## src/hdl/mem_pkg.sv

```systemverilog
package mem_pkg;

	////////////////////////////////////////////////////////////////////////////
	// Shared word store geometry
	////////////////////////////////////////////////////////////////////////////

	// One store word holds two cartridge bytes
	localparam int WORD_W = 16;

	typedef logic [WORD_W-1:0] word_t;

	// 8K words, enough for a 16 KB image
	localparam int MEM_ADDR_W_DEFAULT = 13;

endpackage

```

## src/hdl/mem_arbiter.sv

```systemverilog
`timescale 1ns/1ns

module mem_arbiter import mem_pkg::*; #(
	parameter int MEM_ADDR_W = MEM_ADDR_W_DEFAULT
) (
	input  logic                  clk_sys,
	input  logic                  reset,
	// Writer side
	input  logic                  wr_valid,
	output logic                  wr_ready,
	input  logic [MEM_ADDR_W-1:0] wr_addr,
	input  word_t                 wr_data,
	// Reader side
	input  logic                  rq_valid,
	output logic                  rq_ready,
	input  logic [MEM_ADDR_W-1:0] rq_addr,
	output word_t                 rq_data,
	output logic                  rq_resp,
	// Store side
	output logic                  mem_en,
	output logic                  mem_we,
	output logic [MEM_ADDR_W-1:0] mem_addr,
	output word_t                 mem_wdata,
	input  word_t                 mem_rdata
);

	logic grant_rd;
	logic rd_issued;

	// Writer always wins, a read only gets a cycle with no write pending
	assign wr_ready = 1'b1;
	assign rq_ready = ~wr_valid;
	assign grant_rd = rq_valid && !wr_valid;

	assign mem_en    = wr_valid || grant_rd;
	assign mem_we    = wr_valid;
	assign mem_addr  = wr_valid ? wr_addr : rq_addr;
	assign mem_wdata = wr_data;

	// Store output is registered, so the response trails the grant by one
	always_ff @(posedge clk_sys) begin
		if (reset) begin
			rd_issued <= 1'b0;
		end else begin
			rd_issued <= grant_rd;
		end
	end

	assign rq_resp = rd_issued;
	assign rq_data = mem_rdata;

endmodule

```

## config.mk

```make
export PLATFORM = sky130hd
export DESIGN_NAME = mem_arbiter
export DESIGN_NICKNAME = d
export VERILOG_FILES = /design/src/hdl/mem_pkg.sv /design/src/hdl/mem_arbiter.sv
export SDC_FILE = /design/constraint.sdc
export NUM_CORES = 1
export LEC_CHECK = 0
export BUFFER_PORTS_ARGS = -buffer_cell sky130_fd_sc_hd__buf_4
export CORE_MARGIN = 1
export CORE_UTILIZATION = 21
export CTS_CLUSTER_SIZE = 14
export DETAILED_ROUTE_END_ITERATION = 7
export PLACE_DENSITY = 0.77
export SETUP_SLACK_MARGIN = 0.15
export SKIP_CTS_REPAIR_TIMING = 1
export SLEW_MARGIN = 30
export SYNTH_ARGS = -nofsm -noshare
export SYNTH_HDL_FRONTEND = slang
export SYNTH_SLANG_ARGS = --single-unit
```

## constraint.sdc

```tcl
create_clock -name clk_sys -period 0.8 [get_ports clk_sys]
set_input_delay 0.16 -clock clk_sys [delete_from_list [all_inputs] [get_ports clk_sys]]
set_output_delay 0.16 -clock clk_sys [all_outputs]
set_load 0.03 [all_outputs]
```

==> summary.md, run 1 <==
| Metric | Value |
|---|---|
| Async S/R FF share, synth | `0` |
| Mapped cell area | `500 µm²` |
| Peak supply drop | `0.334 mV` |
| Min-Delay Path Depth | `0` |
| Mapped Cells | `54` |
| Antenna Nets Post-Route | `0` |
| Highest clock rate | `1070 MHz` |
| HPWL Detailed | `992 µm` |
| Worst Path Arrival | `0.78 ns` |
| Main area contributors after synthesis | `buf_4 51%, mux2_4 21%, mux2_2 13%, buf_12 4.0%, dfxtp_1 4.0%` |
| Lkg Pwr | `0.403 nW` |
| Syn_nets | `116` |
| Multi-input logic area | `213 µm²` |
| Place WS | `-0.279 ns` |
| Initial DRC Count | `0` |
| Via/cell ratio | `4.18` |
| Largest net degree at the start of global routing | `16` |
| Sequential cell area | `20.0 µm²` |
| Crit-path slowest cell | `or2_1` |
| Design Power | `0.000595 W` |
| Layout cell share with drive strength beyond 1 | `0.941` |
| Port Buf Inserts | `46` |
| MaxCap Viol Count | `0` |
| Area Growth Syn to Fin | `49.5%` |
| Detailed Route WL | `1320 µm` |
| PD cells | `796 nW/µm²` |
| Pre-antenna DRT Iters | `1` |
| Largest stage delay, worst path | `0.22 ns` |
| Average wire per standard cell | `13.7 µm` |
| Yosys cell types | `10` |
| Worst Hold Slack | `0.320 ns` |
| Top delay family on crit path | `buffers and inverters` |
| Core area | `2230 µm²` |
| Design area | `748 µm²` |
| Cell chain of the critical path | `clkbuf_16 -> buf_6 -> or2_1 -> buf_6` |
| WHS Endpoint | `mem_wdata[0]` |
| Yosys Warn Count | `0` |
| Startpoint class of the critical path | `input port` |
| Register area share after synthesis | `0.0400` |
| Top cell type by total area after synthesis | `buf_4` |
| Gp weighted congestion | `0.742` |
| Syn avg cell area | `9.27 µm²` |
| Top cells by count, synth | `34 x buf_4, 7 x mux2_4, 6 x mux2_2` |
| Vias | `401` |
| Nets@finish | `132` |
| RSZ-0062 raised after global routing | `true` |
| Fin worst setup slack | `-0.137 ns` |
| Die area | `2580 µm²` |
| Std cell rows | `17` |
| Starting Density | `0.224` |
| Failing checks | `negative setup slack` |
| Fill count | `217` |
| Vias in the first global route | `370` |
| Number of enable flip-flop cells after synthesis | `0` |
| Die height | `50.8 µm` |
| Crit Path Class | `input port to output port` |
| Count leader, synth | `buf_4` |
| Flops & latches, synth | `1` |
| Die width | `50.8 µm` |
| Final-report max-slew violation count | `0` |
| Placed Area | `606 µm²` |
| Top cell by count, worst path | `buf_6` |
| First-pass GRT wire length | `1510 µm` |
| Synth top area share | `0.510` |
| Min Tclk post-route | `0.937 ns` |
| Hold path startpoint | `wr_data[0]` |
| Initial antenna violation count | `0` |
| Status | `finished with violations` |
| Most used DFF post-synth | `dfxtp_1` |
| CP required | `0.64 ns` |
| Max FFs per register | `1` |
| Min-delay worst type | `input port to output port` |
| Setup violators final | `15` |
| Placed cells | `93` |
| Tcrit/Tclk final | `1.17` |
| Fin. Hold Viols | `0` |
| Fin cells | `96` |
| Crit path max fanout | `7` |
| Drt drc | `0` |
| Crit end category | `output port` |
| CP bufs+invs | `3` |
| Total congestion overflow | `0` |
| Io pins | `112` |
| Tot GR Track Use | `0.0746` |
| ANT cells | `0` |
==> cells by family (layout without fill, tap and decap cells) <==
group         Yosys count  count (layout)  synth area share
buf+inv                37              51             0.580
mux                    13              13             0.345
simple gates            2               2            0.0275
flops                   1               1            0.0400
other cells             1               1           0.00749
==> power by group <==
part	total (W)	switching (W)	internal, W	leakage (nW)
Combinational	0.000542	0.000230	0.000312	0.395
Sequential	0.0000534	0.000000496	0.0000529	0.00822
Clock	0	0	0	0
==> worst max path at each step <==
stage / from / to / slack [ns] / depth (start not counted)
final: wr_valid / mem_en / -0.14 / 4
after global routing: wr_valid / mem_en / -0.14 / 4
after CTS: wr_valid / mem_addr[1] / -0.28 / 3
after detailed placement: wr_valid / mem_addr[1] / -0.28 / 3
after global placement: wr_valid / mem_addr[11] / -0.26 / 3
after floorplan: wr_valid / mem_addr[10] / -0.11 / 3
==> per-stage QoR <==
stage | util | setup TNS [ns]
after CTS | 0.271 | -3.69
final | 0.335 | -1.38
after floorplan | - | -0.987
after global routing | 0.335 | -1.50
after global placement | 0.271 | -3.39
after detailed placement | 0.271 | -3.67
==> layout make-up <==
type                    count  share of cell area
repair buffers             50               0.637
flip-flops and latches      1              0.0268
multi-input cells          16               0.284
inverters                   1             0.00502
well taps                  28              0.0468
==> per-layer routing <==
| metal | routed length [µm] | vias up | global-route usage |
|---|---|---|---|
| met5 | 0 | - | 0 |
| met4 | 24 | 0 | 0.0324 |
| li1 | - | 167 | - |
| met2 | 714 | 52 | 0.173 |
| met1 | 364 | 174 | 0.0532 |
| met3 | 212 | 8 | 0.0149 |
==> cell usage in the layout, fill, tap and decap left out, drive strengths merged <==
cell type	Yosys	layout
buf	36	49
conb	1	1
clkbuf	0	1
mux2	13	13
inv	1	1
nor3b	1	1
dfxtp	1	1
or2	1	1
(Power assumes the default switching activity.)
==> run 2: changes to the inputs <==
Settings changed: TNS_END_PERCENT from default to 1.
==> summary.md, run 2 (synthesis gave the netlist of run 1 again) <==
| Metric | Value |
|---|---|
| Status | `finished with violations` |
| Failing checks | `negative setup slack` |
| Gp weighted congestion | `0.692` |
| PD cells | `790 nW/µm²` |
| Total congestion overflow | `0` |
| First-pass GRT wire length | `1400 µm` |
| Crit end category | `output port` |
| Antenna Nets Post-Route | `0` |
| Tcrit/Tclk final | `1.16` |
| RSZ-0062 raised after global routing | `true` |
| Setup violators final | `14` |
| Core area | `2230 µm²` |
| MaxCap Viol Count | `0` |
| Min-Delay Path Depth | `0` |
| Crit path max fanout | `8` |
| Area Growth Syn to Fin | `48.0%` |
| Initial antenna violation count | `0` |
| Die area | `2580 µm²` |
| Placed cells | `93` |
| CP required | `0.64 ns` |
| Tot GR Track Use | `0.0684` |
| Most common cell after layout, fill and taps aside | `buf_4` |
| Most frequent cells in the layout | `30 x buf_4, 17 x buf_6, 13 x mux2_4` |
| Std cell rows | `17` |
| Vias | `379` |
| Design Power | `0.000585 W` |
| Fin worst setup slack | `-0.132 ns` |
| Fill count | `217` |
| Detailed Route WL | `1180 µm` |
| Layout cell share with drive strength beyond 1 | `0.925` |
| Port Buf Inserts | `46` |
| Nets@finish | `131` |
| Starting Density | `0.224` |
| Initial DRC Count | `4` |
| Startpoint class of the critical path | `input port` |
| Multi-input logic area | `213 µm²` |
| ANT cells | `0` |
| Design area | `741 µm²` |
| HPWL Detailed | `931 µm` |
| Die height | `50.8 µm` |
| Final-report max-slew violation count | `0` |
| Lkg Pwr | `0.399 nW` |
| Pre-antenna DRT Iters | `3` |
| Fin cells | `95` |
| Die width | `50.8 µm` |
| Crit Path Class | `input port to output port` |
| Peak supply drop | `0.354 mV` |
| Min-delay worst type | `input port to output port` |
| Largest net degree at the start of global routing | `17` |
| Highest clock rate | `1070 MHz` |
| Worst Path Arrival | `0.77 ns` |
| Vias in the first global route | `336` |
| Fin. Hold Viols | `0` |
| Io pins | `112` |
| Drt drc | `0` |
| Final core occ | `0.332` |
| Placed Area | `602 µm²` |
| Via/cell ratio | `3.99` |
| Average wire per standard cell | `12.5 µm` |
| Sequential cell area | `20.0 µm²` |
| Min Tclk post-route | `0.932 ns` |
| Max FFs per register | `1` |
-- run 2: cell count changes in the layout (fill, tap and decap cells not counted), sizes merged --
cell and delta:
buf -1
-- run 2: stage by stage --
stage / worst slack (ns) / TNS (ns) / hold WS, ns
floorplan: -0.110 / -1.05 / 0.236
global placement: -0.271 / -3.47 / 0.320
detailed placement: -0.280 / -3.62 / 0.320
CTS: -0.282 / -3.62 / 0.320
global route: -0.144 / -1.45 / 0.320
finish: -0.132 / -1.31 / 0.320
-- run 2: metal layers --
| metal | vias up | track usage | share of wire |
|---|---|---|---|
| met1 | 166 | 0.0461 | 0.29 |
| li1 | 166 | - | - |
| met5 | - | 0 | 0 |
| met2 | 39 | 0.153 | 0.56 |
| met4 | 0 | 0.0463 | 0.032 |
| met3 | 8 | 0.0149 | 0.12 |
-- run 2: cell type report --
class | count | area share
repair buffers | 49 | 0.633
well taps | 28 | 0.0473
inverters | 1 | 0.00507
flip-flops and latches | 1 | 0.0270
multi-input cells | 16 | 0.287
-- run 2: path summary, 6_finish.rpt --
check,startpoint,endpoint,slack [ns]
max,wr_valid,mem_en,-0.13
min,wr_data[11],mem_wdata[11],0.32
-- run 2: power by group --
part           switching [W]  leakage [nW]  internal [W]
logic               0.000223         0.391      0.000309
clock network              0             0             0
registers        0.000000506       0.00822     0.0000529
-- run 2: critical path, cell delays in order --
cell	delay, ns
clkbuf_16	0.14
buf_6	0.11
or2_1	0.21
buf_6	0.14
