[config.mk]
export PLATFORM = sky130hd
export DESIGN_NAME = rom_reader
export DESIGN_NICKNAME = d
export VERILOG_FILES = /design/src/hdl/mem_pkg.sv /design/src/hdl/cart_pkg.sv /design/src/hdl/rom_reader.sv
export SDC_FILE = /design/constraint.sdc
export NUM_CORES = 1
export LEC_CHECK = 0
export CORE_AREA = 2 2 39 41
export CTS_CLUSTER_DIAMETER = 60
export DETAILED_ROUTE_END_ITERATION = 12
export DIE_AREA = 0 0 41 43
export DONT_BUFFER_PORTS = 1
export MAX_ROUTING_LAYER = met4
export PLACE_DENSITY = 0.65
export SYNTH_ARGS = -nofsm -noshare
export SYNTH_HDL_FRONTEND = slang
export SYNTH_SLANG_ARGS = --single-unit
[constraint.sdc]
create_clock -name clk_sys -period 1.2 [get_ports clk_sys]
set_input_delay 0.12 -clock clk_sys [delete_from_list [all_inputs] [get_ports clk_sys]]
set_output_delay 0.12 -clock clk_sys [all_outputs]
set_load 0.05 [all_outputs]
[src/hdl/mem_pkg.sv]
package mem_pkg;

	////////////////////////////////////////////////////////////////////////////
	// Shared word store geometry
	////////////////////////////////////////////////////////////////////////////

	// One store word holds two cartridge bytes
	localparam int WORD_W = 16;

	typedef logic [WORD_W-1:0] word_t;

	// 8K words, enough for a 16 KB image
	localparam int MEM_ADDR_W_DEFAULT = 13;

endpackage

[src/hdl/cart_pkg.sv]
package cart_pkg;

	////////////////////////////////////////////////////////////////////////////
	// Download stream format
	////////////////////////////////////////////////////////////////////////////

	localparam int CART_ADDR_W = 24;

	typedef logic [CART_ADDR_W-1:0] cart_addr_t;
	typedef logic [7:0] dl_index_t;

	// Index used by the host for cheat files
	localparam dl_index_t CODE_INDEX = 8'hFF;

	// Copier header in front of some images
	localparam cart_addr_t HEADER_BYTES = 24'd512;

	// Populous signature blocks and the four words expected at offsets 6..12
	localparam cart_addr_t SIG_BLOCK_A = 24'h001F20;
	localparam cart_addr_t SIG_BLOCK_B = 24'h002120;
	localparam logic [3:0][15:0] SIG_WORDS = {16'h5355, 16'h4F4C, 16'h5550, 16'h4F50};

	// Cheat code layout, top down
	typedef logic [127:0] cheat_code_t;
	localparam int CODE_FLAGS_LSB   = 96;
	localparam int CODE_ADDR_LSB    = 64;
	localparam int CODE_COMPARE_LSB = 32;
	localparam int CODE_REPLACE_LSB = 0;

endpackage

[src/hdl/rom_reader.sv]
`timescale 1ns/1ns

module rom_reader import mem_pkg::*, cart_pkg::*; #(
	parameter int MEM_ADDR_W = MEM_ADDR_W_DEFAULT
) (
	input  logic                  clk_sys,
	input  logic                  reset,
	// Console side
	input  logic                  rd_valid,
	output logic                  rd_ready,
	input  cart_addr_t            rd_addr,
	output logic [7:0]            rd_data,
	output logic                  rd_resp,
	input  cart_addr_t            img_bytes,
	// Arbiter side
	output logic                  rq_valid,
	input  logic                  rq_ready,
	output logic [MEM_ADDR_W-1:0] rq_addr,
	input  word_t                 rq_data,
	input  logic                  rq_resp
);

	logic       busy;
	logic       byte_sel;
	cart_addr_t eff_addr;

	// Skip the copier header when the image size says one is there
	assign eff_addr = rd_addr + (img_bytes[9] ? HEADER_BYTES : '0);

	// One read in flight
	assign rd_ready = ~busy;
	assign rd_resp  = rq_resp;
	assign rd_data  = byte_sel ? rq_data[15:8] : rq_data[7:0];

	always_ff @(posedge clk_sys) begin
		if (reset) begin
			busy     <= 1'b0;
			rq_valid <= 1'b0;
		end else begin
			if (rd_valid && rd_ready) begin
				busy     <= 1'b1;
				rq_valid <= 1'b1;
			end
			if (rq_valid && rq_ready) begin
				rq_valid <= 1'b0;
			end
			if (rd_resp) begin
				busy <= 1'b0;
			end
		end
	end

	always_ff @(posedge clk_sys) begin
		if (rd_valid && rd_ready) begin
			rq_addr  <= eff_addr[MEM_ADDR_W:1];
			byte_sel <= eff_addr[0];
		end
	end

endmodule

==> impl_results.md, run 1 <==
* Num ports at 93
* Slew headroom at 67.8%
* I/O Buffers at 0
* Max Transition Viols Final at 0
* First-pass GRT wire length at 1990 µm
* Max clock buf depth at 2
* Crit end category: primary output
* Vias per Instance at ~5.4
* Flop2flop setup slack at about 0.05 ns
* DR pass1 iterations at 3
* Combinational power share at ~18%
* Syn Inst Count at 40
* Sequential share of power at 59.9%
* Slowest CP cell: edfxtp_1
* Avg Cell Area, Syn at 16.7 µm²
* Total wire length at 1580 µm
* Max-cap violations at 0
* Largest net degree at the start of global routing at 15
* Worst-path clk slew at 0.09 ns
* Filler cells at 107
* Tightest Hold Check Type: input port to flip-flop
* ANT nets after route at 0
* Crit Path Category: flip-flop to primary output
* Gr usage total at a little under a fifth
* Setup WS pre-CTS at 0.0481 ns
* Post-DP HPWL at 1130 µm
* Leakage at 0.354 nW
* Wire length per cell at 21.6 µm
* Worst skew pair latency at 0.27 ns
* Iter 0 DRT Violations at 1
* Clock network power share at 22.4%
* Worst Path Max Fanout at 5
* Final hold slack at 0.0178 ns
* Synth area leader: edfxtp_1
* Worst slew pin tran at 0.484 ns
* Rows at 14
* DP Area at 682 µm²
* Crit share post-route at 113%
* Crit path cell chain: buf_4 -> mux2_4
* Die Ht at around 43 µm
* Worst VDD drop at between 0.8 and 0.9 mV
* Die area at 1760 µm²
* Yosys cell types at 16
* Internal Pwr Total at 0.000865 W
* Crit path DAT at 1.24 ns
* Sequential share of the synthesized area at 69.0%
* Slowest stage delay, CP at 0.39 ns
* Nets at 129
* Syn Nets at around 110
* DR DRC count at 0
* Final setup skew at 0.000817 ns
* Largest delay share family, worst path: flip-flops
* Initial core utilization at 48.2%
* Fin worst setup slack at -0.161 ns
* Area share of the largest cell type after synthesis at 63.0%
* Initial antenna violation count at 0
* Area delta synth->final at 32.1%
* Share of cells above drive strength 1 at 28.1%
* Startpoint types: flip-flop
* Synth top area cells: edfxtp_1 63%, mux2_2 14%, dfxtp_1 6.0%, ha_1 3.8%, xnor2_1 2.6%
* Fin crit period at 1.36 ns
* Core box area at 1380 µm²
* Final setup fails at 8
* Switching Fraction at 32.1%
* DIE WIDTH at 41 µm
* Power per cell area at 1450 nW/µm²
* YS warnings at 0
* Maximum clock frequency at 0.735 GHz
* Num CTS Buffers at 3
* Buf+Inv Stages, Crit Path at 1
* Most frequent cells in the layout: 14 x edfxtp_1, 11 x dlygate4sd3_1, 8 x mux2_4
* Vias in the first global route at 413
* Sw Pwr at 0.000410 W
* Final core utilization at 63.7%
* Commonest non-fill, non-tap cell in the layout: edfxtp_1
* Yosys reg bits at 16
* Worst EP required at 1.08 ns
* Number of diodes at 0
* Placer Congestion at around 0.6
* Total gr overflow at 0
* Root buffer cell: clkbuf_4
* Clk sinks at 16
* Synth Cell Area at 667 µm²
* Unrepaired setup endpoints after global routing: true
* Violations in the final reports: negative setup slack
* CTS tree: done
* Status: finished, violations left
* H-tree lvl count at 1
* Via count at 397
* Fin area at 881 µm²
* Hold Vio Cnt, Final at 0
## timing repair
item / CTS / global route
resized for setup: 3 / 7
gates cloned: 0 / 0
setup endpoints to repair: 8 / 9
buffers inserted: 2 / 0
pin swaps: 0 / 1
endpoints found under the hold margin: 11 / 0
hold buffers: 12 / 0
## cell type report
class | instances | area, µm² | area share (%)
Timing Repair Buffer | 15 | 145 | 16.5
Multi-Input combinational cell | 21 | 225 | 25.6
Inverter | 1 | 3.75 | 0.426
Sequential cell | 16 | 460 | 52.3
Tap cell | 16 | 20.0 | 2.27
Clock buffer | 4 | 26.3 | 2.98
## state kept, by name, indices dropped and copies added (netlist names)
| register | count |
|---|---|
| rq_addr | 13 |
| rq_valid | 1 |
| byte_sel | 1 |
| busy | 1 |
## cells by family after synthesis
logic type,Yosys count,share of synthesized area [%]
simple gates,7,6.57
mux,8,13.5
flops,16,69.0
compound gates,1,0.750
xor+xnor,3,3.94
fa+ha+maj,2,3.75
buf+inv,3,2.44
## power groups by stage
stage / registers [W] / clock network (W) / logic [W]
finish: 0.000763 / 0.000285 / 0.000226
global route: 0.000768 / 0.000321 / 0.000236
CTS: 0.000764 / 0.000293 / 0.000213
detailed placement: 0.000781 / 0 / 0.000164
global placement: 0.000777 / 0 / 0.000160
floorplan: 0.000780 / 0 / 0.000153
## metrics by stage
step / setup TNS [ns] / power, W / std cells
4_1_cts: -1.19 / 0.00127 / 73
6_report: -1.23 / 0.00127 / 73
3_3_place_gp: 0 / 0.000938 / 55
5_1_grt: -1.57 / 0.00133 / 73
2_1_floorplan: 0 / 0.000933 / 40
3_5_place_dp: 0 / 0.000945 / 55
## final timing paths
check,depth (start not counted),start,end
setup / recovery,2,byte_sel$_DFFE_PP_,rd_data[6]
hold / removal,2,rq_ready,rq_valid$_SDFFE_PP0P_
setup reg to reg,3,busy$_SDFFE_PP0P_,busy$_SDFFE_PP0P_
hold reg to reg,2,rq_valid$_SDFFE_PP0P_,rq_valid$_SDFFE_PP0P_
## synth_stat cells, drive strengths merged
cell	count
ha	2
or3b	1
mux2	8
nand3	2
xor2	1
edfxtp	14
a21oi	1
or2b	1
dfxtp	2
nor3	1
and2b	1
xnor2	2
nor2	1
inv	1
buf	2
## metal layers
| metal | wire (µm) | up-vias | track usage, % | part of all wire, % |
|---|---|---|---|---|
| met5 | 0 | - | - | 0 |
| met4 | 10 | 0 | 12.0 | 0.63 |
| met3 | 84 | 2 | 3.14 | 5.3 |
| met2 | 861 | 25 | 29.7 | 55 |
| met1 | 618 | 187 | 19.9 | 39 |
| li1 | - | 183 | - | - |
No activity file was read; power rests on OpenSTA's default activity.
==> run 2: changes to the inputs <==
--- a/config.mk
+++ b/config.mk
@@ -6,7 +6,8 @@
 export NUM_CORES = 1
 export LEC_CHECK = 0
 export CORE_AREA = 2 2 39 41
-export CTS_CLUSTER_DIAMETER = 60
+export CTS_BUF_LIST = sky130_fd_sc_hd__clkbuf_8
+export CTS_CLUSTER_DIAMETER = 100
 export DETAILED_ROUTE_END_ITERATION = 12
 export DIE_AREA = 0 0 41 43
 export DONT_BUFFER_PORTS = 1
==> impl_results.md, run 2 (synthesis results as in run 1) <==
* Status: finished, violations left
* Violations in the final reports: negative setup slack
* Slowest CP cell: mux2_4
* Commonest non-fill, non-tap cell in the layout: edfxtp_1
* Initial core utilization at 48.2% (unchanged)
* Slowest stage delay, CP at 0.39 ns (about the same)
* Total wire length at 1580 µm (+0.19%)
* Largest delay share family, worst path: multiplexers
* Share of cells above drive strength 1 at 26.8% (-1.3 points)
* Crit Path Category: flip-flop to primary output
* Power per cell area at 1570 nW/µm² (+8.2%)
* CTS tree: done
* Num ports at 93 (unchanged)
* Worst skew pair latency at 0.24 ns (-0.03 ns)
* I/O Buffers at 0 (unchanged)
* Area delta synth->final at 32.3%
* Maximum clock frequency at 0.759 GHz (+3.3%)
* Final core utilization at 63.7% (+0.090 points)
* Iter 0 DRT Violations at 4 (+3)
* Filler cells at 108 (+0.93%)
* Fin crit period at 1.32 ns (-0.0436 ns)
* Die area at 1760 µm² (unchanged)
* Wire length per cell at 21.9 µm (+1.6%)
* Worst slew pin tran at 0.483 ns (-0.000139 ns)
* Worst VDD drop at 0.880 mV (+0.50%)
* Origin of the critical flop-to-flop path: busy$_SDFFE_PP0P_
* DR pass1 iterations at 4 (+1)
* Die Ht at 43 µm (unchanged)
* Hold Vio Cnt, Final at 0 (unchanged)
* Min-delay src: rd_valid
* Buf+Inv Stages, Crit Path at 1 (unchanged)
* Unrepaired setup endpoints after global routing: true
* Worst EP required at 1.08 ns (about the same)
* Placer Congestion at 0.592 (unchanged)
* Num CTS Buffers at 3 (unchanged)
* Crit end category: primary output
* Fin worst setup slack at -0.117 ns (+0.0436 ns)
* Vias per Instance at 5.46 (+0.37%)
* DIE WIDTH at 41 µm (unchanged)
* Setup WS pre-CTS at 0.0481 ns (unchanged)
* Nets at 128 (-0.78%)
* Initial antenna violation count at 0 (unchanged)
* Worst-path clk slew at 0.06 ns (-0.03 ns)
* Fin area at 882 µm² (+0.14%)
* First-pass GRT wire length at 1950 µm (-1.8%)
* Vias in the first global route at 405 (-1.9%)
* Number of diodes at 0 (unchanged)
* Max Transition Viols Final at 0 (unchanged)
* Crit share post-route at 110% (-3.6 points)
* Tightest Hold Check Type: input port to flip-flop
* Clk sinks at 16 (unchanged)
* Final TNS setup at -0.877 ns (+0.348 ns)
* Most frequent cells in the layout: 14 x edfxtp_1, 11 x dlygate4sd3_1, 8 x mux2_4
* Crit path cell chain: buf_4 -> mux2_4
* Startpoint types: flip-flop
* Worst Path Max Fanout at 5 (unchanged)
* Total gr overflow at 0 (unchanged)
* Final setup fails at 8 (unchanged)
* H-tree lvl count at 1 (unchanged)
* Gr usage total at 18.5% (-0.10 points)
* Crit path DAT at 1.20 ns (-0.04 ns)
* Slew headroom at 67.8% (about the same)
* DP Area at 682 µm² (unchanged)
* Root buffer cell: clkbuf_8
* Leakage at 0.351 nW (-1.0%)
* Post-DP HPWL at 1130 µm (unchanged)
* Final setup skew at 0.00105 ns (+0.000234 ns)
* Rows at 14 (unchanged)
* Largest Register: rq_addr
* Largest net degree at the start of global routing at 15 (unchanged)
* Core box area at 1380 µm² (unchanged)
* ANT nets after route at 0 (unchanged)
* Critical Path Start: byte_sel$_DFFE_PP_
* Total power at 0.00138 W (+8.4%)
* Max FFs per register at 13 (unchanged)
* Via count at 393 (-1.0%)
* Max clock buf depth at 2 (unchanged)
* Max-cap violations at 0 (unchanged)
* DR DRC count at 0 (unchanged)
run 2: cell types whose count changed in the layout (fill, tap and decap cells not counted), sizes merged:
| cell | change |
|---|---|
| clkbuf | -1 |
| dlymetal6s4s | -1 |
| inv | +1 |
run 2: repair_timing:
item,4_1_cts,5_1_grt
gates resized for setup,3,5
buffers inserted,2,0
endpoints found under the setup margin,8,8
hold endpoints to repair,11,0
hold buffers,11,0
run 2: power breakdown:
group / switching [W] / leakage [nW] / internal, W / total, W
logic: 0.000140 / 0.172 / 0.0000832 / 0.000223
registers: 0.000113 / 0.152 / 0.000651 / 0.000765
clock network: 0.000168 / 0.0269 / 0.000226 / 0.000394
total: 0.000421 / 0.351 / 0.000961 / 0.00138
run 2: final cells by class:
type	instances	area [µm²]	share of cell area (%)
Clock buffer	3	41.3	4.68
Inverter	1	3.75	0.426
Multi-Input combinational cell	21	220	25.0
Clock inverter	1	3.75	0.426
Tap cell	16	20.0	2.27
Sequential cell	16	460	52.2
Timing Repair Buffer	14	133	15.0
run 2: through the flow:
step           instances  hold WS, ns
6_report              72       0.0369
5_1_grt               72       0.0436
3_3_place_gp          55        0.192
4_1_cts               72       0.0336
3_5_place_dp          55        0.194
2_1_floorplan         40        0.189
run 2: per-layer routing:
| metal | wire [µm] | global-route usage (%) | vias up | part of all wire, % |
|---|---|---|---|---|
| met1 | 606 | 20.5 | 191 | 38 |
| met4 | 10 | 12.0 | 0 | 0.63 |
| met2 | 881 | 28.7 | 22 | 56 |
| li1 | - | - | 178 | - |
| met5 | 0 | - | - | 0 |
| met3 | 80 | 3.14 | 2 | 5.1 |
run 2: final timing paths:
check | depth (start not counted) | slack, ns | endpoint
hold / removal | 2 | 0.04 | busy$_SDFFE_PP0P_
setup / recovery | 2 | -0.12 | rd_data[6]
setup reg to reg | 1 | 0.12 | rq_addr[10]$_DFFE_PP_
hold reg to reg | 2 | 0.53 | busy$_SDFFE_PP0P_
