**src/hdl/cart_pkg.sv**
```systemverilog
package cart_pkg;

	////////////////////////////////////////////////////////////////////////////
	// Download stream format
	////////////////////////////////////////////////////////////////////////////

	localparam int CART_ADDR_W = 24;

	typedef logic [CART_ADDR_W-1:0] cart_addr_t;
	typedef logic [7:0] dl_index_t;

	// Index used by the host for cheat files
	localparam dl_index_t CODE_INDEX = 8'hFF;

	// Copier header in front of some images
	localparam cart_addr_t HEADER_BYTES = 24'd512;

	// Populous signature blocks and the four words expected at offsets 6..12
	localparam cart_addr_t SIG_BLOCK_A = 24'h001F20;
	localparam cart_addr_t SIG_BLOCK_B = 24'h002120;
	localparam logic [3:0][15:0] SIG_WORDS = {16'h5355, 16'h4F4C, 16'h5550, 16'h4F50};

	// Cheat code layout, top down
	typedef logic [127:0] cheat_code_t;
	localparam int CODE_FLAGS_LSB   = 96;
	localparam int CODE_ADDR_LSB    = 64;
	localparam int CODE_COMPARE_LSB = 32;
	localparam int CODE_REPLACE_LSB = 0;

endpackage

```
**src/hdl/cheat_loader.sv**
```systemverilog
`timescale 1ns/1ns

module cheat_loader import cart_pkg::*; (
	input  logic        clk_sys,
	input  logic        reset,
	input  logic        dl_active,
	input  dl_index_t   dl_index,
	input  logic        dl_valid,
	input  logic        dl_ready,
	input  cart_addr_t  dl_addr,
	input  logic [15:0] dl_data,
	output logic        code_valid,
	output cheat_code_t code
);

	logic code_dl;
	logic take;

	assign code_dl = dl_active && (dl_index == CODE_INDEX);
	assign take    = code_dl && dl_valid && dl_ready;

	// Last word of a code makes it available
	always_ff @(posedge clk_sys) begin
		if (reset) begin
			code_valid <= 1'b0;
		end else begin
			code_valid <= take && (dl_addr[3:0] == 4'd14);
		end
	end

	// Low half of each field first
	always_ff @(posedge clk_sys) begin
		if (take) begin
			case (dl_addr[3:0])
				4'd0:  code[CODE_FLAGS_LSB +: 16]        <= dl_data;
				4'd2:  code[CODE_FLAGS_LSB + 16 +: 16]   <= dl_data;
				4'd4:  code[CODE_ADDR_LSB +: 16]         <= dl_data;
				4'd6:  code[CODE_ADDR_LSB + 16 +: 16]    <= dl_data;
				4'd8:  code[CODE_COMPARE_LSB +: 16]      <= dl_data;
				4'd10: code[CODE_COMPARE_LSB + 16 +: 16] <= dl_data;
				4'd12: code[CODE_REPLACE_LSB +: 16]      <= dl_data;
				4'd14: code[CODE_REPLACE_LSB + 16 +: 16] <= dl_data;
				default: ;
			endcase
		end
	end

endmodule

```
**config.mk**
```make
export PLATFORM = sky130hd
export DESIGN_NAME = cheat_loader
export DESIGN_NICKNAME = d
export VERILOG_FILES = /design/src/hdl/cart_pkg.sv /design/src/hdl/cheat_loader.sv
export SDC_FILE = /design/constraint.sdc
export NUM_CORES = 1
export LEC_CHECK = 0
export BUFFER_PORTS_ARGS = -buffer_cell sky130_fd_sc_hd__buf_4
export CORE_MARGIN = 5
export CORE_UTILIZATION = 44
export DETAILED_ROUTE_END_ITERATION = 7
export GPL_TIMING_DRIVEN = 0
export HOLD_SLACK_MARGIN = 0.08
export PLACE_DENSITY_LB_ADDON = 0.05
export SLEW_MARGIN = 25
export SYNTH_ARGS = -nofsm -noshare
export SYNTH_HDL_FRONTEND = slang
export SYNTH_SLANG_ARGS = --single-unit
```
**constraint.sdc**
```tcl
create_clock -name clk_sys -period 3.9 [get_ports clk_sys]
set_clock_uncertainty 0.05 [all_clocks]
set_input_delay 0.39 -clock clk_sys [delete_from_list [all_inputs] [get_ports clk_sys]]
set_output_delay 0.39 -clock clk_sys [all_outputs]
set_load 0.1 [all_outputs]
```
==> results of run 1 <==
[synth_stat cells]
cell	instances
sky130_fd_sc_hd__edfxtp_1	128
sky130_fd_sc_hd__nor4_1	9
sky130_fd_sc_hd__nand3b_1	3
sky130_fd_sc_hd__or3b_1	3
sky130_fd_sc_hd__nand4_1	2
sky130_fd_sc_hd__nand4b_1	2
sky130_fd_sc_hd__dfxtp_1	1
sky130_fd_sc_hd__nand3_1	1
sky130_fd_sc_hd__or3_1	1
[cell type report]
class                   count  share of cell area (%)
clock inverters            14                   1.724
clock buffers              18                   6.697
well taps                 108                   2.166
repair buffers            202                   24.34
flip-flops and latches    129                   61.92
multi-input cells          21                   3.148
[kinds of logic (layout without fill, tap and decap cells)]
logic type,after synthesis,after routing,synth area share (%)
and+or+nand+nor,21,21,3.651
buffers and inverters,0,234,0
DFF,129,129,96.35
[tightest hold or removal path, cell delays in order]
cell,delay (ns)
sky130_fd_sc_hd__buf_4,0.14
sky130_fd_sc_hd__nand4b_1,0.08
sky130_fd_sc_hd__nor4_1,0.04
[report_power, final]
group | total, mW | switching, mW | internal [mW]
clock | 1.37 | 0.580 | 0.786
sequential | 1.52 | 0.0000201 | 1.52
combinational | 0.0643 | 0.0294 | 0.0348
[layer usage]
metal	share of wire (%)	wire length [um]	up-vias	track usage, %
li1	-	-	1080	-
met1	39	3832	1175	21.27
met2	50	4907	142	29.46
met3	10	1032	7	8.068
met4	0.72	71	0	5.904
met5	0	0	-	0
[per-stage QoR]
stage               total power [mW]  hold WS (ns)  instance area (um2)  instances  util [%]
floorplan                      1.559        0.4389                 4010        150         -
global route                   3.050        0.1632                 6240        492     70.86
CTS                            2.976        0.1238                 6240        492     70.86
detailed placement             1.603        0.5723                 5544        443     62.96
finish                         2.953        0.1530                 6240        492     70.86
global placement               1.597        0.5732                 5354        419     60.80
[flip-flops by register name, indices dropped and copies added, names as in the netlist]
name	cells
code	128
code_valid	1
[final timing paths]
| check | start | endpoint | slack, ns | depth (start not counted) |
|---|---|---|---|---|
| worst min-delay path | dl_addr[2] | code_valid$_SDFF_PP0_ | 0.15 | 3 |
| worst max-delay path | dl_addr[0] | code[103]$_DFFE_PP_ | 1.64 | 5 |
[timing repair]
action                                 in CTS  in global routing
resized for setup                           0                  0
endpoints found under the hold margin     129                  0
setup endpoints to repair                   0                  0
hold buffers                               17                  0
==> results.rst, run 1 <==
.. list-table::
   :header-rows: 1

   * - Metric
     - Value
   * - Outcome
     - completed
   * - Top cell type by total area after synthesis
     - sky130_fd_sc_hd__edfxtp_1
   * - Number of warnings issued by yosys
     - 0
   * - Total DRC errors in the routed layout
     - 0
   * - IO Pins
     - about 180
   * - Global-route wire length before repair
     - 14680 um
   * - Sequential cell area
     - about 3900 um2
   * - Power Dens Cells
     - about 470 nW/um2
   * - Hold violation total from the final report
     - 0
   * - Clock period minus worst slack
     - ~2.3 ns
   * - Area of the multi-input gates
     - 196.4 um2
   * - Most frequent cells in the layout
     - 169 x sky130_fd_sc_hd__buf_4, 128 x sky130_fd_sc_hd__edfxtp_1, 17 x sky130_fd_sc_hd__dlygate4sd3_1
   * - Type of element capturing the critical path
     - flop
   * - Gate Count Post-Synth
     - 150
   * - Worst vdd rail ir drop
     - between 0.3 and 0.4 mV
   * - Top achievable clock speed
     - 442.9 MHz
   * - Area of the mapped netlist
     - 4010 um2
   * - Final setup vio count
     - 0
   * - Clock buffer count from CTS
     - 17
   * - Ordered cell list for the critical path
     - buf_4, nand4b_1, nor4_2, buf_2, buf_2
   * - Maximum number of pins on one net before global-route repair
     - 17
   * - Worst path arrival time
     - about 2.4 ns
   * - Count of antenna-violating nets left after detailed routing
     - 0
   * - Post-CTS Repair Setup Buffers
     - 0
   * - Horiz. Die Dim
     - between 100 and 150 um
   * - Leakage power
     - between 2 and 2.5 nW
   * - Iteration count of the initial detailed-routing pass
     - 6
   * - Gp weighted congestion
     - roughly 0.7
   * - Aggregate routed wire length
     - 9843 um
   * - Final net count
     - ~420
   * - Antenna violations before repair
     - 0
   * - Global route total overflow
     - 0
   * - Number of global-route vias before repair
     - 2445
   * - Die area
     - around 11000 um2
   * - Category of cells accounting for the largest share of critical-path delay
     - simple AND/OR/NAND/NOR gates
   * - Setup ws final
     - approximately 1.6 ns
   * - Mean number of vias per cell
     - about 4.9
   * - Worst Path Buf+Inv
     - 3
   * - Final period util
     - around 58%
   * - Clock sinks
     - approximately 130
   * - Startpoint kind of the worst setup timing path
     - primary input
   * - Peak per-stage delay on the critical path
     - between 0.8 and 0.9 ns
   * - Normalized max-slew margin
     - between 40% and 50%
   * - Most common cell after layout, fill and taps aside
     - sky130_fd_sc_hd__buf_4
   * - Number of buffers on the longest clock path
     - 2
   * - Port-buffer cells
     - between 150 and 200
   * - Initial Utilization
     - between 40% and 50%
   * - Setup repair after global routing missed its margin
     - no
   * - Standard cell with the maximum stage delay on the critical path
     - sky130_fd_sc_hd__nor4_2
   * - Root buffer cell
     - sky130_fd_sc_hd__clkbuf_8
   * - Detailed Place HPWL
     - about 7300 um
   * - Kind of path behind the tightest hold check
     - primary input to flop
   * - Worst slack, placed
     - about 1.1 ns
   * - Starting DRT DRC Count
     - around 130
   * - Vertical die dimension
     - between 100 and 150 um
   * - CTS tree
     - built
   * - Number of maximum-capacitance constraint violations
     - 0
   * - Critical-path maximum fanout
     - 9
   * - Synthesized flop and latch total
     - between 100 and 150
   * - Area share of the largest cell type after synthesis
     - a little over nine tenths
   * - Vias
     - 2404
   * - WL/cell
     - about 20 um
   * - Standard cell core area
     - around 9000 um2
   * - Share of cells above drive strength 1
     - about three fifths
   * - Max-slew violations
     - 0
   * - Area growth syn-to-layout
     - 55.60%
   * - Most Frequent Cell on Critical Path
     - sky130_fd_sc_hd__buf_2
   * - Total number of placement rows
     - 34
   * - Average footprint of a synthesized cell
     - 26.73 um2
   * - Net count of the mapped netlist
     - between 200 and 250
   * - Antenna diode instance count
     - 0
   * - GRT Total Usage
     - between 15 and 20%
   * - Worst endpoint required time
     - 4.05 ns
   * - Clock-pin slew on the worst setup and hold paths
     - ~0.060 ns
   * - Worst Max-Slew Pin Slew
     - around 0.79 ns
   * - Total number of H-tree levels
     - 4
   * - Fill cell total of the finished layout
     - 563
   * - Final TNS setup
     - 0 ns
   * - Synth unique cells
     - 9
   * - Critical path type
     - primary input to flop
   * - Sequential fraction of the synthesis area
     - a little over nine tenths
   * - Synth area leaders
     - sky130_fd_sc_hd__edfxtp_1 96%, sky130_fd_sc_hd__nor4_1 1.4%, sky130_fd_sc_hd__or3b_1 0.66%
Power figures use the tool's default switching activity.
==> run 2, diff against run 1 <==
--- a/config.mk
+++ b/config.mk
@@ -5,6 +5,7 @@
 export SDC_FILE = /design/constraint.sdc
 export NUM_CORES = 1
 export LEC_CHECK = 0
+export ABC_AREA = 1
 export BUFFER_PORTS_ARGS = -buffer_cell sky130_fd_sc_hd__buf_4
 export CORE_MARGIN = 5
 export CORE_UTILIZATION = 44
==> constraint.sdc (replaced) <==
create_clock -name clk_sys -period 2.2 [get_ports clk_sys]
set_clock_uncertainty 0.05 [all_clocks]
set_input_delay 0.22 -clock clk_sys [delete_from_list [all_inputs] [get_ports clk_sys]]
set_output_delay 0.22 -clock clk_sys [all_outputs]
set_load 0.1 [all_outputs]
==> results.rst, run 2 <==
.. list-table::
   :header-rows: 1

   * - Metric
     - Value
   * - Outcome
     - completed (unchanged)
   * - Beginning of the critical path
     - code[20]$_DFFE_PP_ (was dl_addr[0])
   * - Aggregate routed wire length
     - 9473 um (was 9843 um)
   * - Hold violation total from the final report
     - 0 (unchanged)
   * - Number of global-route vias before repair
     - 2340 (was 2445)
   * - Top achievable clock speed
     - approximately 690 MHz
   * - Clock sinks
     - 129 (unchanged)
   * - Clock buffer count from CTS
     - 17 (unchanged)
   * - Psw
     - 1.013 mW (was 0.6092 mW)
   * - Most common cell after layout, fill and taps aside
     - sky130_fd_sc_hd__buf_4 (unchanged)
   * - Cts repair resizes
     - 0 (unchanged)
   * - CTS Hold Bufs
     - 18 (was 17)
   * - Final net count
     - 415 (was 424)
   * - Number of placed instances with taps included
     - 433 (was 443)
   * - Vias
     - 2232 (was 2404)
   * - Clock period minus worst slack
     - 1.443 ns
   * - Final setup vio count
     - 0 (unchanged)
   * - Antenna violations before repair
     - 0 (unchanged)
   * - Sequential share of power
     - 50.3% (was 51.6%)
   * - GRT Total Usage
     - 17.56% (was 17.97%)
   * - Internal power component
     - 4.354 mW (was 2.344 mW)
   * - Category of cells accounting for the largest share of critical-path delay
     - flip-flops (was simple AND/OR/NAND/NOR gates)
   * - Number of warnings issued by yosys
     - 0 (unchanged)
   * - Area post-placement
     - 5444 um2 (was 5544 um2)
   * - Worst setup path endpoint
     - code[20] (was code[103]$_DFFE_PP_)
   * - Design Area, Final
     - 6166 um2 (was 6240 um2)
   * - Critical-path maximum fanout
     - 1 (was 9)
   * - Layout Utilization
     - 70.02% (was 70.86%)
   * - Leakage power
     - 2.364 nW (was 2.395 nW)
   * - Port-buffer cells
     - 161 (unchanged)
   * - Initial Utilization
     - 45.51% (was 45.54%)
   * - Antenna diode instance count
     - 0 (unchanged)
   * - Top cell type by total area after synthesis
     - sky130_fd_sc_hd__edfxtp_1 (unchanged)
   * - Leading cell type by number of instances after synthesis
     - sky130_fd_sc_hd__edfxtp_1 (unchanged)
   * - Clock-pin slew on the worst setup and hold paths
     - 0.06 ns (about the same)
   * - Share of cells above drive strength 1
     - 55.08% (was 58.33%)
   * - Flip-flop count of the largest register, all copies and words added
     - 128 (unchanged)
   * - Count of antenna-violating nets left after detailed routing
     - 0 (unchanged)
   * - Sequential cell area
     - 3864 um2 (unchanged)
   * - Root buffer cell
     - sky130_fd_sc_hd__clkbuf_8 (unchanged)
   * - Worst path arrival time
     - 1.17 ns (was 2.41 ns)
   * - Type of element capturing the critical path
     - output port (was flop)
   * - Pwr Total
     - 5.367 mW (was 2.953 mW)
   * - Synthesized flop and latch total
     - 129 (unchanged)
   * - Worst endpoint required time
     - 1.93 ns (was 4.05 ns)
   * - Most frequent cells in the layout
     - 161 x sky130_fd_sc_hd__buf_4, 128 x sky130_fd_sc_hd__edfxtp_1, 18 x sky130_fd_sc_hd__dlygate4sd3_1 (was 169 x sky130_fd_sc_hd__buf_4, 128 x sky130_fd_sc_hd__edfxtp_1, 17 x sky130_fd_sc_hd__dlygate4sd3_1)
   * - WL/cell
     - 19.65 um (was 20.01 um)
   * - Die area
     - 11120 um2 (about the same)
   * - Max-slew violations
     - 0 (unchanged)
   * - Async set or reset register ratio after synthesis
     - 0% (unchanged)
   * - Fill cell total of the finished layout
     - 578 (was 563)
   * - Vertical die dimension
     - 105.4 um (was 105.5 um)
   * - Prevailing post-synth register cell
     - sky130_fd_sc_hd__edfxtp_1 (unchanged)
   * - Top cells by instance count after synthesis
     - 128 x sky130_fd_sc_hd__edfxtp_1, 10 x sky130_fd_sc_hd__nor2_1, 9 x sky130_fd_sc_hd__nand2_1 (was 128 x sky130_fd_sc_hd__edfxtp_1, 9 x sky130_fd_sc_hd__nor4_1, 3 x sky130_fd_sc_hd__nand3b_1, 3 x sky130_fd_sc_hd__or3b_1)
   * - Peak per-stage delay on the critical path
     - 0.36 ns (was 0.83 ns)
   * - Area growth syn-to-layout
     - 53.86% (was 55.60%)
   * - Standard cell core area
     - 8806 um2 (unchanged)
   * - Number of buffers on the longest clock path
     - 2 (unchanged)
   * - Standard cell with the maximum stage delay on the critical path
     - sky130_fd_sc_hd__edfxtp_1 (was sky130_fd_sc_hd__nor4_2)
   * - Net count of the mapped netlist
     - 213 (was 203)
   * - Final period util
     - around two thirds
   * - Total number of placement rows
     - 34 (unchanged)
   * - Proportion of power drawn by combinational gates
     - 2.1% (was 2.2%)
   * - Final TNS setup
     - 0 ns (unchanged)
   * - Worst Max-Slew Pin Slew
     - 0.6567 ns (was 0.7891 ns)
   * - Total number of H-tree levels
     - 4 (unchanged)
   * - Kind of path behind the tightest hold check
     - primary input to flop (unchanged)
   * - Normalized max-slew margin
     - 56.11% (was 46.96%)
   * - Worst Path Buf+Inv
     - 1 (was 3)
   * - Synth unique cells
     - 10 (was 9)
   * - Synth area leaders
     - sky130_fd_sc_hd__edfxtp_1 96%, sky130_fd_sc_hd__nor2_1 0.94%, sky130_fd_sc_hd__nand2_1 0.84% (was sky130_fd_sc_hd__edfxtp_1 96%, sky130_fd_sc_hd__nor4_1 1.4%, sky130_fd_sc_hd__or3b_1 0.66%)
   * - Count of cell instances traversed by the critical path
     - 1 (was 5)
   * - Sequential fraction of the synthesis area
     - 96.41% (was 96.35%)
   * - Mean number of vias per cell
     - 4.631 (was 4.886)
   * - Power Dens Cells
     - 870.4 nW/um2 (was 473.2 nW/um2)
   * - CTS tree
     - built (unchanged)
   * - Horiz. Die Dim
     - 105.4 um (was 105.5 um)
   * - Startpoint kind of the worst setup timing path
     - flop (was primary input)
   * - Top reg by flops
     - code (unchanged)
   * - Global-route wire length before repair
     - 14150 um (was 14680 um)
   * - Gp weighted congestion
     - 0.7384 (was 0.7016)
   * - Total DRC errors in the routed layout
     - 0 (unchanged)
   * - Post-Layout Cell Count
     - 482 (was 492)
   * - Area of the mapped netlist
     - 4008 um2 (was 4010 um2)
   * - Worst vdd rail ir drop
     - 0.5934 mV (was 0.3616 mV)
   * - Area share of the largest cell type after synthesis
     - 95.91% (was 95.85%)
   * - Setup ws final
     - 0.7568 ns (was 1.642 ns)
   * - Average footprint of a synthesized cell
     - 25.05 um2 (was 26.73 um2)
   * - IO Pins
     - 182 (unchanged)
   * - Detailed Place HPWL
     - 6291 um (was 7340 um)
   * - Critical path type
     - flop to output port (was primary input to flop)
   * - Worst hold slack
     - 0.2162 ns (was 0.1530 ns)
   * - Number of flops mapped to enable cells by yosys
     - 128 (unchanged)
   * - Maximum number of pins on one net before global-route repair
     - 17 (unchanged)
   * - Largest registers
     - code x128, code_valid x1 (unchanged)
   * - Number of maximum-capacitance constraint violations
     - 0 (unchanged)
   * - Setup repair after global routing missed its margin
     - no (unchanged)
   * - Share of total power in the clock network
     - 47.6% (was 46.2%)
   * - Global route total overflow
     - 0 (unchanged)
   * - Ordered cell list for the critical path
     - buf_4 (was buf_4, nand4b_1, nor4_2, buf_2, buf_2)
   * - Iteration count of the initial detailed-routing pass
     - 4 (was 6)
   * - Post-CTS Repair Setup Buffers
     - 0 (unchanged)
   * - Worst slack, placed
     - 0.3503 ns (was 1.100 ns)
   * - Starting DRT DRC Count
     - 81 (was 129)
   * - Gate Count Post-Synth
     - 160 (was 150)
   * - Area of the multi-input gates
     - 168.9 um2 (was 196.4 um2)
   * - Net switching fraction of the power
     - 18.88% (was 20.63%)
run 2: changes by cell type after synthesis, moves of 2 or more:
| cell | before | now |
|---|---|---|
| sky130_fd_sc_hd__or3b_1 | 3 | 0 |
| sky130_fd_sc_hd__nand4b_1 | 2 | 0 |
| sky130_fd_sc_hd__nand3b_1 | 3 | 0 |
| sky130_fd_sc_hd__nor4_1 | 9 | 0 |
| sky130_fd_sc_hd__nor2_2 | 0 | 3 |
| sky130_fd_sc_hd__nor2_1 | 0 | 10 |
| sky130_fd_sc_hd__inv_1 | 0 | 4 |
| sky130_fd_sc_hd__nand2_1 | 0 | 9 |
run 2: final cells by class:
type / count / area share (%)
Tap cell: 108 / 2.192
Inverter: 4 / 0.2435
Multi-Input combinational cell: 27 / 2.739
Sequential cell: 129 / 62.66
Clock inverter: 11 / 1.887
Timing Repair Buffer: 183 / 23.38
Clock buffer: 20 / 6.899
run 2: power groups by stage:
| stage | Sequential [mW] | Combinational [mW] | Clock, mW |
|---|---|---|---|
| after floorplan | 2.75 | 0.0104 | 0 |
| after global routing | 2.70 | 0.123 | 2.71 |
| after CTS | 2.70 | 0.112 | 2.60 |
| after global placement | 2.75 | 0.0796 | 0 |
| final | 2.70 | 0.112 | 2.55 |
| after detailed placement | 2.75 | 0.0872 | 0 |
run 2: kinds of logic (layout without fill, tap and decap cells):
kind of cell	Yosys count	in the layout	share of synthesized area, %
flip-flops	129	129	96.41
buffers and inverters	4	218	0.3745
AND/OR/NAND/NOR	27	27	3.216
run 2: how the worst min path moves through the flow:
stage | to | slack [ns] | depth (start not counted) | from
CTS | code[1]$_DFFE_PP_ | 0.20 | 3 | dl_addr[3]
finish | code[1]$_DFFE_PP_ | 0.22 | 3 | dl_addr[3]
floorplan | code_valid$_SDFF_PP0_ | 0.24 | 1 | reset
detailed placement | code_valid$_SDFF_PP0_ | 0.34 | 2 | reset
global placement | code_valid$_SDFF_PP0_ | 0.34 | 2 | reset
global route | code[1]$_DFFE_PP_ | 0.21 | 3 | dl_addr[3]
run 2: routing by layer:
layer	vias up	global-route usage, %	wire length [um]
met5	-	0	0
li1	1029	-	-
met4	0	6.186	104
met3	12	6.846	696
met1	1096	19.56	3540
met2	95	30.69	5131
